[config.mk]
export PLATFORM = sky130hd
export DESIGN_NAME = ptw_top
export DESIGN_NICKNAME = d
export VERILOG_FILES = /design/src/design/bus_pkg.sv /design/src/design/mmu_pkg.sv /design/src/design/ptw_ifs.sv /design/src/design/ptw_miss_queue.sv /design/src/design/ptw_top.sv /design/src/design/ptw_tran_buffer.sv /design/src/design/ptw_walker.sv
export SDC_FILE = /design/constraint.sdc
export NUM_CORES = 2
export LEC_CHECK = 0
export BUFFER_PORTS_ARGS = -buffer_cell sky130_fd_sc_hd__clkbuf_2
export CORE_UTILIZATION = 40
export DETAILED_ROUTE_END_ITERATION = 8
export GPL_ROUTABILITY_DRIVEN = 1
export SLEW_MARGIN = 40
export SYNTH_ARGS = -nofsm -noshare
export SYNTH_HDL_FRONTEND = slang
export SYNTH_HIERARCHICAL = 1
export SYNTH_SLANG_ARGS = --single-unit
[constraint.sdc]
create_clock -name clk -period 12.3 [get_ports clk]
set_input_delay 0.615 -clock clk [delete_from_list [all_inputs] [get_ports clk]]
set_output_delay 0.615 -clock clk [all_outputs]
set_load 0.01 [all_outputs]
[src/design/bus_pkg.sv]
// Types and constants of the tagged split-transaction read bus, imported by the walker RTL
`default_nettype none

package bus_pkg;

	// Transaction id carried by every read. Zero never names a live read
	typedef logic [3:0] tranid_t;

	// Byte address of a read request
	typedef logic [31:0] bus_adr_t;

	// Response word of four 32-bit lanes
	typedef logic [127:0] bus_dat_t;

	// Number of slots addressed by a transaction id, slot zero included
	parameter int NUM_TRAN = 16;

	// The id counter starts here after reset and comes back here after the last id
	parameter tranid_t TRANID_FIRST = 4'd1;
	parameter tranid_t TRANID_LAST = 4'd15;

	// Lane geometry of the response word.
	// Address bits 3..2 pick one 32-bit lane out of the 128-bit word
	parameter int LANE_W = 32;
	parameter int LANE_SEL_HI = 3;
	parameter int LANE_SEL_LO = 2;

endpackage

`default_nettype wire

[src/design/mmu_pkg.sv]
// Address, asid and page table entry types plus the virtual address split, imported by the walker RTL
`default_nettype none

package mmu_pkg;

	// ====================
	// Basic widths
	// ====================

	// Virtual address as it arrives with a TLB miss
	typedef logic [31:0] vadr_t;

	// Physical address of a table entry or a page frame
	typedef logic [31:0] padr_t;

	// Address space id that travels with each walk
	typedef logic [7:0] asid_t;

	// Page table entry. Bit 0 is valid, bits 31..12 hold the page frame number
	typedef logic [31:0] pte_t;

	// One virtual page number field, used to index either table
	typedef logic [9:0] vpn_t;

	// Which table an outstanding read targets
	typedef enum logic {
		LVL1,
		LVL2
	} walk_lvl_t;

	// ====================
	// Table geometry
	// ====================

	// Every entry is four bytes, so an index is scaled by four
	parameter int unsigned PTE_BYTES = 4;

	// Level-1 index field of the virtual address
	parameter int VPN1_HI = 31;
	parameter int VPN1_LO = 22;

	// Level-2 index field of the virtual address
	parameter int VPN0_HI = 21;
	parameter int VPN0_LO = 12;

	// Frame number field of an entry; the low bits are the page offset
	parameter int PFN_HI = 31;
	parameter int PFN_LO = 12;
	parameter int PTE_V_BIT = 0;

endpackage

`default_nettype wire

[src/design/ptw_ifs.sv]
// Interfaces between the miss queue, the transaction buffer and the walk engine
`default_nettype none
`timescale 1ns/1ps

// ====================
// Miss queue to walker
// ====================

// The head of the miss queue as seen by the walker.
// An entry leaves the queue in a cycle where valid and take are both high
interface miss_if;
	import mmu_pkg::*;

	logic valid;
	vadr_t vadr;
	asid_t asid;
	logic take;

	modport queue (output valid, vadr, asid, input take);
	modport walker (input valid, vadr, asid, output take);
endinterface

// ====================
// Walker to buffer
// ====================

// Allocation, selection and release of outstanding reads.
// The walker only raises alloc while can_alloc is high
interface tran_if;
	import mmu_pkg::*;
	import bus_pkg::*;

	// New outstanding read, written at next_tid
	logic alloc;
	vadr_t alloc_vadr;
	asid_t alloc_asid;
	padr_t alloc_padr;
	walk_lvl_t alloc_lvl;
	logic can_alloc;
	tranid_t next_tid;

	// Ready flags of all slots and the contents of the slot picked by sel_tid
	logic [NUM_TRAN-1:0] rdy_vec;
	logic sel;
	tranid_t sel_tid;
	vadr_t sel_vadr;
	asid_t sel_asid;
	walk_lvl_t sel_lvl;
	pte_t sel_pte;

	modport walker (
		output alloc, alloc_vadr, alloc_asid, alloc_padr, alloc_lvl, sel, sel_tid,
		input can_alloc, next_tid, rdy_vec, sel_vadr, sel_asid, sel_lvl, sel_pte
	);
	modport buffer (
		input alloc, alloc_vadr, alloc_asid, alloc_padr, alloc_lvl, sel, sel_tid,
		output can_alloc, next_tid, rdy_vec, sel_vadr, sel_asid, sel_lvl, sel_pte
	);
endinterface

`default_nettype wire

[src/design/ptw_miss_queue.sv]
// Circular FIFO that holds incoming TLB misses until the walker starts their table walk
`default_nettype none
`timescale 1ns/1ps

module ptw_miss_queue #(
	parameter int MISSQ_DEPTH = 4
) (
	input logic clk,
	input logic rst,
	input logic miss_valid,
	input mmu_pkg::vadr_t miss_vadr,
	input mmu_pkg::asid_t miss_asid,
	output logic miss_ready,
	miss_if.queue mq
);
	import mmu_pkg::*;

	// The depth is a power of two, so the pointers wrap on their own
	localparam int PTR_W = $clog2(MISSQ_DEPTH);

	vadr_t vadr_mem [MISSQ_DEPTH];
	asid_t asid_mem [MISSQ_DEPTH];

	logic [PTR_W-1:0] wr_ptr;
	logic [PTR_W-1:0] rd_ptr;
	// One bit wider than the pointers so that full and empty differ
	logic [PTR_W:0] count;

	logic push;
	logic pop;

	// A full queue refuses new misses even if the head leaves this cycle
	assign miss_ready = (count != (PTR_W + 1)'(MISSQ_DEPTH));
	assign push = miss_valid && miss_ready;
	assign pop = mq.valid && mq.take;

	// The head is offered to the walker straight from storage
	assign mq.valid = (count != '0);
	assign mq.vadr = vadr_mem[rd_ptr];
	assign mq.asid = asid_mem[rd_ptr];

	// Pointers and fill level
	always_ff @(posedge clk) begin
		if (rst) begin
			wr_ptr <= '0;
			rd_ptr <= '0;
			count <= '0;
		end else begin
			if (push)
				wr_ptr <= wr_ptr + 1'b1;
			if (pop)
				rd_ptr <= rd_ptr + 1'b1;
			// Push and pop together leave the fill level alone
			if (push && !pop)
				count <= count + 1'b1;
			else if (pop && !push)
				count <= count - 1'b1;
		end
	end

	// Miss storage
	always_ff @(posedge clk) begin
		if (push) begin
			vadr_mem[wr_ptr] <= miss_vadr;
			asid_mem[wr_ptr] <= miss_asid;
		end
	end

	// The fill level stays within the storage over any run of pushes and pops
	a_count_bound: assert property (@(posedge clk) disable iff (rst)
		count <= (PTR_W + 1)'(MISSQ_DEPTH));

endmodule

`default_nettype wire

[src/design/ptw_top.sv]
// Top level of the page table walker, joining miss queue, transaction buffer and walk engine on plain ports
`default_nettype none
`timescale 1ns/1ps

module ptw_top #(
	parameter int MISSQ_DEPTH = 4
) (
	input logic clk,
	input logic rst,

	// TLB miss input
	input logic miss_valid,
	input mmu_pkg::vadr_t miss_vadr,
	input mmu_pkg::asid_t miss_asid,
	output logic miss_ready,

	// Level-1 table base, stable during a run
	input mmu_pkg::padr_t root_base,

	// Tagged read request
	output logic req_valid,
	output bus_pkg::bus_adr_t req_adr,
	output bus_pkg::tranid_t req_tid,
	input logic req_ready,

	// Tagged read response, a single-cycle pulse
	input logic resp_ack,
	input bus_pkg::tranid_t resp_tid,
	input bus_pkg::bus_dat_t resp_dat,

	// Walk result
	output logic result_valid,
	output mmu_pkg::vadr_t result_vadr,
	output mmu_pkg::asid_t result_asid,
	output mmu_pkg::pte_t result_pte,
	output logic result_fault,
	input logic result_ready
);

	miss_if miss_ch ();
	tran_if tran_ch ();

	// Misses wait here until the walker has a free id
	ptw_miss_queue #(
		.MISSQ_DEPTH(MISSQ_DEPTH)
	) u_miss_queue (
		.clk(clk),
		.rst(rst),
		.miss_valid(miss_valid),
		.miss_vadr(miss_vadr),
		.miss_asid(miss_asid),
		.miss_ready(miss_ready),
		.mq(miss_ch.queue)
	);

	// Outstanding reads and their responses
	ptw_tran_buffer u_tran_buffer (
		.clk(clk),
		.rst(rst),
		.resp_ack(resp_ack),
		.resp_tid(resp_tid),
		.resp_dat(resp_dat),
		.tb(tran_ch.buffer)
	);

	ptw_walker u_walker (
		.clk(clk),
		.rst(rst),
		.root_base(root_base),
		.mq(miss_ch.walker),
		.tb(tran_ch.walker),
		.req_valid(req_valid),
		.req_adr(req_adr),
		.req_tid(req_tid),
		.req_ready(req_ready),
		.result_valid(result_valid),
		.result_vadr(result_vadr),
		.result_asid(result_asid),
		.result_pte(result_pte),
		.result_fault(result_fault),
		.result_ready(result_ready)
	);

endmodule

`default_nettype wire

[src/design/ptw_tran_buffer.sv]
// Buffer of outstanding table reads indexed by transaction id, filled in by tagged responses
`default_nettype none
`timescale 1ns/1ps

module ptw_tran_buffer (
	input logic clk,
	input logic rst,
	input logic resp_ack,
	input bus_pkg::tranid_t resp_tid,
	input bus_pkg::bus_dat_t resp_dat,
	tran_if.buffer tb
);
	import mmu_pkg::*;
	import bus_pkg::*;

	// ====================
	// Slot state
	// ====================

	// Control flags per slot. Slot zero is never allocated
	logic [NUM_TRAN-1:0] v;
	logic [NUM_TRAN-1:0] rdy;

	// Payload per slot
	vadr_t vadr_mem [NUM_TRAN];
	asid_t asid_mem [NUM_TRAN];
	padr_t padr_mem [NUM_TRAN];
	walk_lvl_t lvl_mem [NUM_TRAN];
	pte_t pte_mem [NUM_TRAN];

	// Id that the next allocation receives
	tranid_t cnt;
	tranid_t cnt_next;

	logic resp_hit;
	logic [LANE_SEL_HI-LANE_SEL_LO:0] resp_lane;

	// The counter runs 1 to 15 and then starts over at 1, so zero never comes out
	assign cnt_next = (cnt == TRANID_LAST) ? TRANID_FIRST : cnt + 1'b1;

	assign tb.next_tid = cnt;
	assign tb.can_alloc = !v[cnt];
	assign tb.rdy_vec = v & rdy;

	// Read port for the slot the walker is looking at
	assign tb.sel_vadr = vadr_mem[tb.sel_tid];
	assign tb.sel_asid = asid_mem[tb.sel_tid];
	assign tb.sel_lvl = lvl_mem[tb.sel_tid];
	assign tb.sel_pte = pte_mem[tb.sel_tid];

	// A response counts only with a non-zero id that names a live read still waiting
	assign resp_hit = resp_ack && (resp_tid != '0) && v[resp_tid] && !rdy[resp_tid];

	// The entry sits in the lane picked by the read address of that slot
	assign resp_lane = padr_mem[resp_tid][LANE_SEL_HI:LANE_SEL_LO];

	// ====================
	// Control
	// ====================

	always_ff @(posedge clk) begin
		if (rst) begin
			v <= '0;
			rdy <= '0;
			cnt <= TRANID_FIRST;
		end else begin
			if (resp_hit)
				rdy[resp_tid] <= 1'b1;
			// Release the slot the walker is done with
			if (tb.sel) begin
				v[tb.sel_tid] <= 1'b0;
				rdy[tb.sel_tid] <= 1'b0;
			end
			if (tb.alloc) begin
				v[cnt] <= 1'b1;
				rdy[cnt] <= 1'b0;
			end
			// Step past a busy slot as well, so a free id comes round again
			if (tb.alloc || v[cnt])
				cnt <= cnt_next;
		end
	end

	// Payload capture on allocation and on response
	always_ff @(posedge clk) begin
		if (tb.alloc) begin
			vadr_mem[cnt] <= tb.alloc_vadr;
			asid_mem[cnt] <= tb.alloc_asid;
			padr_mem[cnt] <= tb.alloc_padr;
			lvl_mem[cnt] <= tb.alloc_lvl;
		end
		if (resp_hit)
			pte_mem[resp_tid] <= resp_dat[resp_lane*LANE_W +: LANE_W];
	end

	// ====================
	// Protocol checks
	// ====================

	// Every response answers a read that is still outstanding
	a_resp_live: assert property (@(posedge clk) disable iff (rst)
		resp_ack |-> (resp_tid != '0) && v[resp_tid] && !rdy[resp_tid]);

endmodule

`default_nettype wire

[src/design/ptw_walker.sv]
// Walk engine that starts level-1 reads, turns finished level-1 reads into level-2 reads and delivers results
`default_nettype none
`timescale 1ns/1ps

module ptw_walker (
	input logic clk,
	input logic rst,
	input mmu_pkg::padr_t root_base,
	miss_if.walker mq,
	tran_if.walker tb,
	output logic req_valid,
	output bus_pkg::bus_adr_t req_adr,
	output bus_pkg::tranid_t req_tid,
	input logic req_ready,
	output logic result_valid,
	output mmu_pkg::vadr_t result_vadr,
	output mmu_pkg::asid_t result_asid,
	output mmu_pkg::pte_t result_pte,
	output logic result_fault,
	input logic result_ready
);
	import mmu_pkg::*;
	import bus_pkg::*;

	// Two slots are kept out of reach of new walks so a level-1 read can always move on
	localparam int MAX_WALKS = NUM_TRAN - 2;

	logic [$clog2(NUM_TRAN)-1:0] walks;

	logic sel_hit;
	tranid_t sel_pick;
	logic sel_cont;
	logic req_free;
	logic res_free;
	logic do_cont;
	logic do_fin;
	logic do_new;

	vpn_t vpn1;
	vpn_t vpn0;
	padr_t l1_adr;
	padr_t l2_adr;

	// ====================
	// Slot selection
	// ====================

	// Lowest-numbered ready slot wins
	always_comb begin
		sel_hit = 1'b0;
		sel_pick = '0;
		for (int i = NUM_TRAN - 1; i > 0; i--) begin
			if (tb.rdy_vec[i]) begin
				sel_hit = 1'b1;
				sel_pick = tranid_t'(i);
			end
		end
	end

	// A valid level-1 entry continues the walk, anything else finishes it
	assign sel_cont = (tb.sel_lvl == LVL1) && tb.sel_pte[PTE_V_BIT];

	// Output registers that are empty or draining this cycle can be loaded
	assign req_free = !req_valid || req_ready;
	assign res_free = !result_valid || result_ready;

	assign do_cont = sel_hit && sel_cont && req_free && tb.can_alloc;
	assign do_fin = sel_hit && !sel_cont && res_free;
	// A new walk yields to a pending continuation
	assign do_new = mq.valid && req_free && tb.can_alloc && !(sel_hit && sel_cont)
		&& (walks < MAX_WALKS);

	// Table addresses of both levels
	assign vpn1 = mq.vadr[VPN1_HI:VPN1_LO];
	assign vpn0 = tb.sel_vadr[VPN0_HI:VPN0_LO];
	assign l1_adr = root_base + padr_t'(padr_t'(vpn1) * PTE_BYTES);
	assign l2_adr = {tb.sel_pte[PFN_HI:PFN_LO], {PFN_LO{1'b0}}}
		+ padr_t'(padr_t'(vpn0) * PTE_BYTES);

	// ====================
	// Buffer and queue control
	// ====================

	assign mq.take = do_new;
	assign tb.sel = do_cont || do_fin;
	assign tb.sel_tid = sel_pick;
	assign tb.alloc = do_cont || do_new;
	assign tb.alloc_vadr = do_cont ? tb.sel_vadr : mq.vadr;
	assign tb.alloc_asid = do_cont ? tb.sel_asid : mq.asid;
	assign tb.alloc_padr = do_cont ? l2_adr : l1_adr;
	assign tb.alloc_lvl = do_cont ? LVL2 : LVL1;

	// Walks in flight, each holding exactly one slot
	always_ff @(posedge clk) begin
		if (rst)
			walks <= '0;
		else if (do_new && !do_fin)
			walks <= walks + 1'b1;
		else if (do_fin && !do_new)
			walks <= walks - 1'b1;
	end

	// ====================
	// Output registers
	// ====================

	// Read request, held until the bus takes it
	always_ff @(posedge clk) begin
		if (rst) begin
			req_valid <= 1'b0;
		end else if (tb.alloc) begin
			req_valid <= 1'b1;
		end else if (req_ready) begin
			req_valid <= 1'b0;
		end
	end

	always_ff @(posedge clk) begin
		if (tb.alloc) begin
			req_adr <= tb.alloc_padr;
			req_tid <= tb.next_tid;
		end
	end

	// Result, held until the consumer takes it
	always_ff @(posedge clk) begin
		if (rst)
			result_valid <= 1'b0;
		else if (do_fin)
			result_valid <= 1'b1;
		else if (result_ready)
			result_valid <= 1'b0;
	end

	always_ff @(posedge clk) begin
		if (do_fin) begin
			result_vadr <= tb.sel_vadr;
			result_asid <= tb.sel_asid;
			result_pte <= tb.sel_pte;
			result_fault <= !tb.sel_pte[PTE_V_BIT];
		end
	end

	// A stalled request keeps its address and id until it is taken
	a_req_hold: assert property (@(posedge clk) disable iff (rst)
		req_valid && !req_ready |=> req_valid && $stable(req_adr) && $stable(req_tid));

endmodule

`default_nettype wire

==> impl_metrics.py <==
metrics = {
    "timing": {
        "max_freq_mhz": 162,
        "finalSetupViolations": 0,
        "rsz0062_at_grt": "false",
        "skew_ns": 0.0329,
        "fin_tns_setup_ns": 0,
        "final_hold_viol_count": 0,
        "maxSlewViolCount": 0,
        "fin_crit_ns": 6.16,
        "slew_headroom": 0.455,
        "worst_pin_slew_ns": 0.816,
        "min_period_over_period": 0.500,
    },
    "detailed_routing": {
        "vias_per_cell": 5.51,
        "drt-total-wl_um": 143000,
        "drt_iter0_drc": 2753,
        "num_vias": 29732,
        "drc_errors": 0,
        "wire_per_inst_um": 26.6,
        "first_pass_iters": 5,
        "ant_nets": 0,
    },
    "final_layout": {
        "design_area_um2": 69700,
        "final_util": 0.470,
        "area_growth_pct": 16.2,
        "drive_gt1_frac": 0.333,
        "fillCellCount": 12382,
        "final_nets": 3498,
    },
    "global_routing": {
        "grt_max_degree": 123,
        "grt_pass1_wl_um": 207000,
        "track_usage": 0.189,
        "gr-total-overflow": 0,
        "antenna_found_initial": 8,
        "grt_pass1_vias": 30145,
    },
    "floorplan": {
        "coreArea_um2": 148000,
        "dieHeight_um": 389,
        "start_util": 0.404,
        "ios": 322,
        "dieWidth_um": 389,
        "die-area_um2": 152000,
        "std_cell_rows": 141,
    },
    "setup_path": {
        "worstPathArrival_ns": 6.54,
        "reg2reg_depth": 16,
        "cp-start-kind": "register",
        "cp-end-kind": "register",
        "worstPathRequired_ns": 12.68,
        "path_class": "register to register",
        "critPathSlowestCell": "buf_4",
        "timing.rr.end": "u_tran_buffer/vadr_mem[11][3]",
        "r2r_setup_slack_ns": 6.14,
        "crit_start": "u_tran_buffer/v[13]",
        "cpPeakStageDelay_ns": 0.70,
        "reg2reg_from": "u_tran_buffer/v[13]",
        "path_max_fanout": 38,
        "path_cells": "and2_1, a21oi_1, o21bai_1, a21oi_1, o31ai_1, a221o_4, buf_4, mux4_2, mux4_2, inv_1, nor2_1, nand3_4, nand2_2, nand2_1, nor2_4, buf_4",
    },
    "clock_tree": {
        "cts_tree": "built",
        "cts_hold_buf": 0,
        "cts_setup_buffers": 0,
        "path_clk_slew_ns": 0.06,
        "ctsResizeCount": 0,
        "numClockSinks": 1519,
        "numCtsBuffers": 157,
        "insertion_delay_ns": 0.78,
        "ctsHtreeMaxLevel": 4,
        "clock_tree.root_cell": "clkbuf_16",
        "clk_path_buf_depth": 3,
    },
    "placed_design": {
        "place_area_um2": 64600,
        "dpl.hpwl_um": 82700,
        "place.gp.congestion": 0.793,
        "io_buffers": 321,
    },
    "pwr": {
        "power_density_nw_per_um2": 181,
        "leakagePower_uw": 0.0224,
        "peakVddDrop_mv": 0.104,
    },
    "logic_synthesis": {
        "synth_cells": 2808,
        "syn_area_um2": 60000,
        "synth_area_per_cell_um2": 21.4,
        "ys_warn_count": 6,
    },
    "hold_path": {
        "holdPathStages": 1,
        "hold_path_startpoint": "miss_asid[2]",
        "hold_end": "u_miss_queue/asid_mem[0][2]",
        "hold_path_class": "input pin to register",
    },
    "status": {
        "status": "complete, no violations",
    },
    "flow_run": {
        "cap_violations": 0,
    },
}
==> layer usage <==
layer,vias to the layer above,share of wire,track usage,wire (um)
met4,2,0.019,0.0508,2700
met3,181,0.077,0.0367,11000
met2,1192,0.48,0.303,69500
li1,12560,-,-,-
met1,15797,0.42,0.264,60200
met5,-,0.00014,0,20
==> area by class of cell <==
| class | instances | area (um^2) | share of cell area |
|---|---|---|---|
| Antenna cell | 1 | 2.50 | 0.0000359 |
| Clock buffer | 202 | 4130 | 0.0592 |
| Sequential cell | 1519 | 45100 | 0.647 |
| Timing Repair Buffer | 401 | 2380 | 0.0342 |
| Multi-Input combinational cell | 1155 | 14600 | 0.210 |
| Tap cell | 2002 | 2500 | 0.0359 |
| Inverter | 29 | 114 | 0.00163 |
| Clock inverter | 84 | 827 | 0.0119 |
==> state kept, by name, indices dropped and copies added, names as in the netlist, 8 cells and up, named ones only <==
name	flops
u_walker/result_pte	32
u_tran_buffer/v	16
u_tran_buffer/vadr_mem	512
u_tran_buffer/rdy	15
u_miss_queue/vadr_mem	128
u_walker/result_vadr	32
u_tran_buffer/padr_mem	32
u_tran_buffer/lvl_mem	16
u_tran_buffer/asid_mem	128
u_tran_buffer/pte_mem	512
u_walker/req_adr	32
u_walker/result_asid	8
u_miss_queue/asid_mem	32
==> report_power, final <==
part | leakage (uW) | switching [uW] | internal [uW]
clock | 0.00240 | 1980 | 2580
sequential | 0.0137 | 127 | 6380
combinational | 0.00628 | 1100 | 465
total | 0.0224 | 3210 | 9430
==> how the worst max path moves through the flow <==
stage,end,slack [ns],cells past startpoint
after detailed placement,u_tran_buffer/vadr_mem[11][7],6.21,16
final,u_tran_buffer/vadr_mem[11][3],6.14,16
after floorplan,u_tran_buffer/asid_mem[3][0],3.95,18
after CTS,u_tran_buffer/asid_mem[11][2],6.15,16
after global routing,u_tran_buffer/asid_mem[11][2],5.89,16
after global placement,u_tran_buffer/vadr_mem[6][7],6.14,16
==> critical path: cells and delay by family, from the launching register on <==
family	cells	cell delay, ns
AOI/OAI and AO/OA	5	1.12
buffers and inverters	3	1.47
DFF	1	0.39
muxes	2	0.61
and+or+nand+nor	6	2.12
==> per-stage QoR <==
stage	std cells	worst slack, ns	hold slack (ns)	power [uW]
after detailed placement	5104	6.21	0.469	8200
final	5393	6.14	0.0599	12600
after CTS	5390	6.15	0.000835	12800
after floorplan	2839	3.95	0.406	7470
after global routing	5392	5.89	0.0155	13100
after global placement	5099	6.14	0.470	8160
==> cells in the final DEF, fill, tap and decap left out, types with 18 or more instances in the layout <==
cell / instances
ha_1: 22
conb_1: 32
o21ai_0: 18
clkinv_1: 34
nor2_4: 18
buf_4: 56
clkbuf_16: 158
dfxtp_1: 47
nand2_1: 180
clkinv_2: 21
mux4_2: 418
a21oi_1: 37
inv_1: 26
nor2_1: 68
mux2i_1: 87
edfxtp_1: 1469
clkbuf_2: 321
clkbuf_1: 43
and2_1: 23
Note: power is estimated with default switching activity, not from simulation.
